### src/common/branch_pkg.sv
// Widths and map addresses are fixed here; flags_width must not exceed 2**flag_sel_width
package branch_pkg;

    // ------------------------------------------------------------------------
    // Widths

    parameter int pc_width       = 10;
    parameter int word_width     = 2 * pc_width;  // One ALU write word
    parameter int addr_width     = 10;
    parameter int flags_width    = 8;
    parameter int flag_sel_width = 3;              // Picks one of the flags bits

    // Reserved bits at the top of a condition word
    parameter int cond_rsvd_width = word_width - (2 * flag_sel_width) - 3 - 2;

    // ------------------------------------------------------------------------
    // Default memory map

    parameter logic [addr_width-1:0] default_target_addr = 10'h3a0;
    parameter logic [addr_width-1:0] default_cond_addr   = 10'h3a1;

    // ------------------------------------------------------------------------
    // Condition operations
    // Zero is op_never, so a cleared condition word never branches

    typedef enum logic [2:0] {
        op_never       = 3'd0,
        op_always      = 3'd1,
        op_a           = 3'd2,
        op_not_a       = 3'd3,
        op_a_and_b     = 3'd4,
        op_a_or_b      = 3'd5,
        op_a_xor_b     = 3'd6,
        op_not_a_and_b = 3'd7
    } branch_op_e;

    // ------------------------------------------------------------------------
    // Per-thread configuration words

    // Target word with the destination in the upper half
    typedef struct packed {
        logic [pc_width-1:0] destination;
        logic [pc_width-1:0] origin;
    } branch_target_t;

    // Condition word
    typedef struct packed {
        logic [cond_rsvd_width-1:0] reserved;   // Reads back as written
        logic [flag_sel_width-1:0]  flag_a;
        logic [flag_sel_width-1:0]  flag_b;
        branch_op_e                 op;
        logic                       predict;    // Static prediction where 1 is taken
        logic                       predict_en;
    } branch_cond_t;

    // One ALU write word read as target or condition by the address it hit
    typedef union packed {
        branch_target_t target;
        branch_cond_t   cond;
    } branch_word_u;

endpackage
### src/rtl/branch_check_top.sv
// Lookup outputs follow inputs by 2 cycles; a write is visible to lookups 2 cycles after it arrives
`timescale 1ns/10ps

module branch_check_top import branch_pkg::*; #(
    parameter int                    thread_count = 8,
    parameter logic [addr_width-1:0] target_addr  = default_target_addr,
    parameter logic [addr_width-1:0] cond_addr    = default_cond_addr,
    localparam int                   thread_width = (thread_count > 1) ?
                                                    $clog2(thread_count) : 1
) (
    input  logic                    clock,
    input  logic                    rst,

    // Lookup side
    input  logic [pc_width-1:0]     pc,
    input  logic [thread_width-1:0] thread,
    input  logic [flags_width-1:0]  flags,
    input  logic                    io_ready_previous,

    // ALU write side
    input  logic [addr_width-1:0]   write_addr,
    input  logic [word_width-1:0]   write_data,
    input  logic [thread_width-1:0] write_thread,

    // Resolution
    output logic [pc_width-1:0]     branch_destination,
    output logic                    jump,
    output logic                    cancel
);

    // ------------------------------------------------------------------------
    // Interconnect

    logic                    wren_target;
    logic                    wren_cond;
    logic [thread_width-1:0] map_thread;
    branch_word_u            map_data;

    branch_target_t          cfg_target;
    branch_cond_t            cfg_cond;

    // ------------------------------------------------------------------------
    // Instances

    branch_write_map #(
        .thread_count (thread_count),
        .target_addr  (target_addr),
        .cond_addr    (cond_addr)
    ) u_write_map (
        .clock        (clock),
        .rst          (rst),
        .write_addr   (write_addr),
        .write_data   (write_data),
        .write_thread (write_thread),
        .wren_target  (wren_target),
        .wren_cond    (wren_cond),
        .map_thread   (map_thread),
        .map_data     (map_data)
    );

    branch_config_store #(
        .thread_count (thread_count)
    ) u_config_store (
        .clock        (clock),
        .rst          (rst),
        .wren_target  (wren_target),
        .wren_cond    (wren_cond),
        .map_thread   (map_thread),
        .map_data     (map_data),
        .thread       (thread),        // Read straight from the issuing thread
        .cfg_target   (cfg_target),
        .cfg_cond     (cfg_cond)
    );

    branch_evaluator u_evaluator (
        .clock              (clock),
        .rst                (rst),
        .pc                 (pc),
        .flags              (flags),
        .io_ready_previous  (io_ready_previous),
        .cfg_target         (cfg_target),
        .cfg_cond           (cfg_cond),
        .branch_destination (branch_destination),
        .jump               (jump),
        .cancel             (cancel)
    );

endmodule

### src/branch_eval/branch_evaluator.sv
// Fixed two-cycle latency, one lookup per cycle; outputs hold no state beyond the last lookup
`timescale 1ns/10ps

module branch_evaluator import branch_pkg::*; (
    input  logic                   clock,
    input  logic                   rst,

    // Issuing instruction
    input  logic [pc_width-1:0]    pc,
    input  logic [flags_width-1:0] flags,
    input  logic                   io_ready_previous,

    // Configuration of the issuing thread arrives one cycle late
    input  branch_target_t         cfg_target,
    input  branch_cond_t           cfg_cond,

    // Resolution
    output logic [pc_width-1:0]    branch_destination,
    output logic                   jump,
    output logic                   cancel
);

    // ------------------------------------------------------------------------
    // Stage 1
    // Hold the lookup inputs so they line up with the store read

    logic [pc_width-1:0]    pc_q;
    logic [flags_width-1:0] flags_q;
    logic                   ready_q;

    always_ff @(posedge clock) begin
        if (rst) begin
            ready_q <= 1'b0;
        end else begin
            ready_q <= io_ready_previous;
        end

        pc_q    <= pc;
        flags_q <= flags;
    end

    // ------------------------------------------------------------------------
    // Stage 2 decode

    logic hit;          // At the branch origin
    logic flag_a_bit;
    logic flag_b_bit;
    logic taken;        // Condition holds
    logic mispredicted;

    assign hit        = (pc_q == cfg_target.origin);
    assign flag_a_bit = flags_q[cfg_cond.flag_a];
    assign flag_b_bit = flags_q[cfg_cond.flag_b];

    // Combine the two selected flags
    always_comb begin
        taken = 1'b0;
        case (cfg_cond.op)
            op_never:       taken = 1'b0;
            op_always:      taken = 1'b1;
            op_a:           taken = flag_a_bit;
            op_not_a:       taken = ~flag_a_bit;
            op_a_and_b:     taken = flag_a_bit & flag_b_bit;
            op_a_or_b:      taken = flag_a_bit | flag_b_bit;
            op_a_xor_b:     taken = flag_a_bit ^ flag_b_bit;
            op_not_a_and_b: taken = ~flag_a_bit & flag_b_bit;
            default:        taken = 1'b0;
        endcase
    end

    // Only a static prediction that was enabled can be wrong
    assign mispredicted = cfg_cond.predict_en && (taken != cfg_cond.predict);

    // ------------------------------------------------------------------------
    // Stage 2 output register

    always_ff @(posedge clock) begin
        if (rst) begin
            jump   <= 1'b0;
            cancel <= 1'b0;
        end else begin
            jump   <= hit && ready_q && taken;
            cancel <= hit && ready_q && mispredicted;   // Flush the wrong path
        end

        branch_destination <= cfg_target.destination;  // Only meaningful with jump
    end

    // ------------------------------------------------------------------------
    // Checks

    // No cancel from an entry that has prediction switched off
    a_cancel_needs_predict : assert property (
        @(posedge clock) disable iff (rst)
        !cfg_cond.predict_en |=> !cancel
    );

endmodule

### src/rtl/branch_config_store.sv
// One target and one condition word per thread; same-cycle read and write returns the old entry
`timescale 1ns/10ps

module branch_config_store import branch_pkg::*; #(
    parameter int  thread_count = 8,
    localparam int thread_width = (thread_count > 1) ? $clog2(thread_count) : 1
) (
    input  logic                    clock,
    input  logic                    rst,

    // Write port from the mapper
    input  logic                    wren_target,
    input  logic                    wren_cond,
    input  logic [thread_width-1:0] map_thread,
    input  branch_word_u            map_data,

    // Read port, addressed by the issuing thread
    input  logic [thread_width-1:0] thread,
    output branch_target_t          cfg_target,
    output branch_cond_t            cfg_cond
);

    // ------------------------------------------------------------------------
    // Storage

    branch_target_t target_mem [thread_count];
    branch_cond_t   cond_mem   [thread_count];

    // ------------------------------------------------------------------------
    // Write port
    // Reset clears every entry, leaving all threads at op_never

    always_ff @(posedge clock) begin
        if (rst) begin
            for (int i = 0; i < thread_count; i++) begin
                target_mem[i] <= '0;
                cond_mem[i]   <= '0;
            end
        end else begin
            if (wren_target) begin
                target_mem[map_thread] <= map_data.target;
            end
            if (wren_cond) begin
                cond_mem[map_thread] <= map_data.cond;   // Same word through the other view
            end
        end
    end

    // ------------------------------------------------------------------------
    // Registered read port

    always_ff @(posedge clock) begin
        if (rst) begin
            cfg_target <= '0;
            cfg_cond   <= '0;
        end else begin
            cfg_target <= target_mem[thread];   // Old value on a colliding write
            cfg_cond   <= cond_mem[thread];
        end
    end

    // ------------------------------------------------------------------------
    // Checks

    // A mapped write must name an existing thread
    a_map_thread_range : assert property (
        @(posedge clock) disable iff (rst)
        (wren_target || wren_cond) |-> (map_thread < thread_count)
    );

    // Lookups only come from live threads
    a_read_thread_range : assert property (
        @(posedge clock) disable iff (rst)
        thread < thread_count
    );

endmodule

### src/rtl/branch_write_map.sv
// Unhandshaked ALU writes; writes to any address other than the two map addresses are ignored
`timescale 1ns/10ps

module branch_write_map import branch_pkg::*; #(
    parameter int                    thread_count = 8,
    parameter logic [addr_width-1:0] target_addr  = default_target_addr,
    parameter logic [addr_width-1:0] cond_addr    = default_cond_addr,
    localparam int                   thread_width = (thread_count > 1) ?
                                                    $clog2(thread_count) : 1
) (
    input  logic                    clock,
    input  logic                    rst,

    // ALU write side
    input  logic [addr_width-1:0]   write_addr,
    input  logic [word_width-1:0]   write_data,
    input  logic [thread_width-1:0] write_thread,

    // To the configuration store
    output logic                    wren_target,
    output logic                    wren_cond,
    output logic [thread_width-1:0] map_thread,
    output branch_word_u            map_data
);

    // ------------------------------------------------------------------------
    // Address decode
    // The store only sees enables

    logic hit_target;
    logic hit_cond;

    assign hit_target = (write_addr == target_addr);
    assign hit_cond   = (write_addr == cond_addr);

    // ------------------------------------------------------------------------
    // Output register one cycle after the ALU write

    always_ff @(posedge clock) begin
        if (rst) begin
            wren_target <= 1'b0;
            wren_cond   <= 1'b0;
        end else begin
            wren_target <= hit_target;
            wren_cond   <= hit_cond;
        end

        map_thread <= write_thread;            // Payload follows the enables
        map_data   <= branch_word_u'(write_data);
    end

    // ------------------------------------------------------------------------
    // Checks

    // Distinct map addresses, so the store never sees both enables at once
    a_map_addr_distinct : assert property (
        @(posedge clock) target_addr != cond_addr
    );

endmodule

### config.mk
export PLATFORM = sky130hd
export DESIGN_NAME = branch_check_top
export DESIGN_NICKNAME = d
export VERILOG_FILES = /design/src/common/branch_pkg.sv /design/src/rtl/branch_check_top.sv /design/src/branch_eval/branch_evaluator.sv /design/src/rtl/branch_config_store.sv /design/src/rtl/branch_write_map.sv
export SDC_FILE = /design/constraint.sdc
export NUM_CORES = 1
export LEC_CHECK = 0
export BUFFER_PORTS_ARGS = -buffer_cell sky130_fd_sc_hd__buf_2
export CORE_ASPECT_RATIO = 1.4
export CORE_MARGIN = 5
export CORE_UTILIZATION = 50
export DETAILED_ROUTE_END_ITERATION = 10
export PLACE_DENSITY = 0.67
export SYNTH_ARGS = -nofsm -noshare
export SYNTH_HDL_FRONTEND = slang
export SYNTH_SLANG_ARGS = --single-unit
### constraint.sdc
create_clock -name clock -period 7.9 [get_ports clock]
set_clock_uncertainty 0.2 [all_clocks]
set_input_delay 0.395 -clock clock [delete_from_list [all_inputs] [get_ports clock]]
set_output_delay 0.395 -clock clock [all_outputs]
set_load 0.01 [all_outputs]
==> metrics <==
Nets=1017; flip-flop and latch count after synthesis=335; Synthesized Nets=916; FF-to-FF Start=u_config_store.cfg_cond[7]; number of global-route vias before repair=7255; CTS tree=done; slowest stage cell, crit path=mux4_2; drt drc=0; number of buffers added on ports=68; CTS Buffer Depth=3; R2R cell count=8; Area Overhead vs Synth=16.5%; CTS Buf Count=34; Initial Util=0.504; vias=6964; largest net degree at the start of global routing=63; r2r endpoint=u_evaluator.cancel; crit path cell chain=mux2i_1 -> mux4_2 -> ha_1 -> or3b_2 -> a31oi_1 -> a41o_1 -> o21ai_1 -> a21oi_1; Overall Power=3.79 mW; Post-Route WL=28800 um; commonest non-fill, non-tap cells in the layout=248 x and2_1, 248 x edfxtp_1, 87 x dfxtp_1; die footprint=30300 sq um; core area=26700 sq um; Max Fclk=360 MHz; status=finished clean; CP max FO=4; Hold Vio Cnt, Final=0; IO Count=69; Routed Antenna Nets=0; Die W=148 um; antenna violations before repair=0; min cycle time layout=2770 ps; RSZ-0062 raised after global routing=no; Slew HR=0.255; max incr delay on CP=520 ps; post-synthesis cell count=858; Critical Path RT=8120 ps; row cnt=71; hold path endpoint=u_evaluator.branch_destination[1]; Worst EP arrival=2990 ps; Worst Max-Slew Pin Slew=1110 ps; MaxCap Viol Count=0; ant diodes=0; HP Class=reg -> reg; hold path startpoint=u_config_store.cfg_target[11]; Hold Crit Depth=0; PostCTS Resize Cnt=0; H-tree levels=2; post-DP HPWL=17700 um; max-slew violation count=0; Worst-path clk slew=60 ps; Die Y=204 um; hold slack final=126 ps; Syn Area/Cell=15.6 sq um; vias per std cell=5.30; CP startpoint kind=flip-flop; first-pass GRT wire length=43500 um; final setup violation count=0; share of cells above drive strength 1=0.219; clk_lat worst skew=520 ps; CTS sink cnt=335; crit path kind=reg -> reg; Peak VDD IR=153 uV; Yosys warnings=0; crit-path leading delay family=multiplexers; CTS root buf=clkbuf_16; Area after DPL=14000 sq um; r2r setup slk=5130 ps; crit end category=flip-flop; Setup TNS=0 ps; P_leak=6.07 nW; postcts setup bufs=0; cell area after synthesis=13400 sq um; Seq/Total Area, Yosys=0.685; DRT iter0 DRCs=452; total gr overflow=0; critical path buffer and inverter count=0; Yosys cell types=33; drt wl/cell=21.9 um; Placer Congestion=0.816; Total Routing Usage GR=0.195; Design Area, Final=15600 sq um; fin crit share=0.351; DRT Pass-1 Iters=5; PwrDens=242 nW/um^2
## report_power, final
part / internal, mW / switching (mW) / total, mW
logic: 0.0887 / 0.0939 / 0.183
clock network: 0.978 / 0.649 / 1.63
registers: 1.94 / 0.0408 / 1.98
## synthesized netlist by cell type, drive strengths merged
cell,instances,area share
a21oi,2,0.00075
a31oi,2,0.00093
a41o,1,0.00075
and2,248,0.12
buf,9,0.0034
clkbuf,51,0.014
dfxtp,87,0.13
edfxtp,248,0.55
ha,1,0.00093
inv,1,0.00028
mux2,1,0.0011
mux2i,39,0.029
mux4,64,0.11
nand2,7,0.0020
nand2b,2,0.00093
nand3,1,0.00037
nand3b,2,0.0011
nand4,3,0.0014
nor2,47,0.013
nor2b,4,0.0019
nor3,5,0.0019
nor3b,1,0.00056
nor4,1,0.00047
nor4bb,1,0.00075
o21ai,1,0.00037
o21ba,1,0.00075
or2,16,0.0075
or3,1,0.00047
or3b,1,0.00065
xnor2,10,0.0065
## worst max-delay path by stage
stage / from / endpoint / slack (ps) / depth (start not counted)
after floorplan: u_config_store.cfg_cond[7] / u_evaluator.cancel / 5380 / 9
after global placement: rst / u_config_store.target_mem[0][2] / 4710 / 6
after detailed placement: rst / u_config_store.target_mem[0][9] / 4720 / 6
after CTS: u_config_store.cfg_cond[7] / u_evaluator.cancel / 5100 / 8
after global routing: u_write_map.map_thread[0] / u_config_store.target_mem[1][7] / 5000 / 3
final: u_config_store.cfg_cond[7] / u_evaluator.cancel / 5130 / 8
## kinds of logic after synthesis
family / after synthesis / share of synthesized area
AOI/OAI and AO/OA: 7 / 0.00354
xor gates and xnor gates: 10 / 0.00653
adders and majority gates: 1 / 0.000932
buffers and inverters: 61 / 0.0180
DFF: 335 / 0.685
muxes: 104 / 0.138
and+or+nand+nor: 340 / 0.149
## registers in the layout (all words and copies together) (netlist names), 3 cells and up
name                            flops
u_config_store.cfg_cond            11
u_config_store.cfg_target          20
u_config_store.cond_mem            88
u_config_store.target_mem         160
u_evaluator.branch_destination     10
u_evaluator.flags_q                 8
u_evaluator.pc_q                   10
u_write_map.map_data               20
u_write_map.map_thread              3
## repair_timing
| item | CTS | global route |
|---|---|---|
| hold buffers | 46 | 0 |
| setup endpoints to repair | 0 | 0 |
| endpoints found under the hold margin | 44 | 0 |
## per-stage QoR
stage,setup WS [ps],util,instances
6_report,5130,0.587,1313
2_1_floorplan,5380,-,858
3_3_place_gp,4710,0.526,1205
4_1_cts,5100,0.587,1313
3_5_place_dp,4720,0.526,1205
5_1_grt,5000,0.587,1313
## layout make-up
class	instances	area (sq um)
clock buffers	53	1050
clock inverters	9	97.6
fillers	2026	11000
inverters	1	3.75
multi-input cells	462	4000
flip-flops and latches	335	9190
well taps	328	410
repair buffers	125	886
## worst register-to-register path, cell delays in order, from the launching register on
cell     delay (ps)
dfxtp_1         450
mux2i_1         110
mux4_2          520
ha_1            350
or3b_2          450
a31oi_1         170
a41o_1          160
o21ai_1          70
a21oi_1         200
## routing by layer
metal	track usage	share of wire	vias to the layer above	routed length [um]
met5	0	0	-	0
met4	0.0703	0.033	0	936
met3	0.0275	0.039	52	1120
met2	0.360	0.54	178	15600
met1	0.232	0.39	3463	11200
li1	-	-	3271	-
Note: power is estimated with default switching activity, not from simulation.
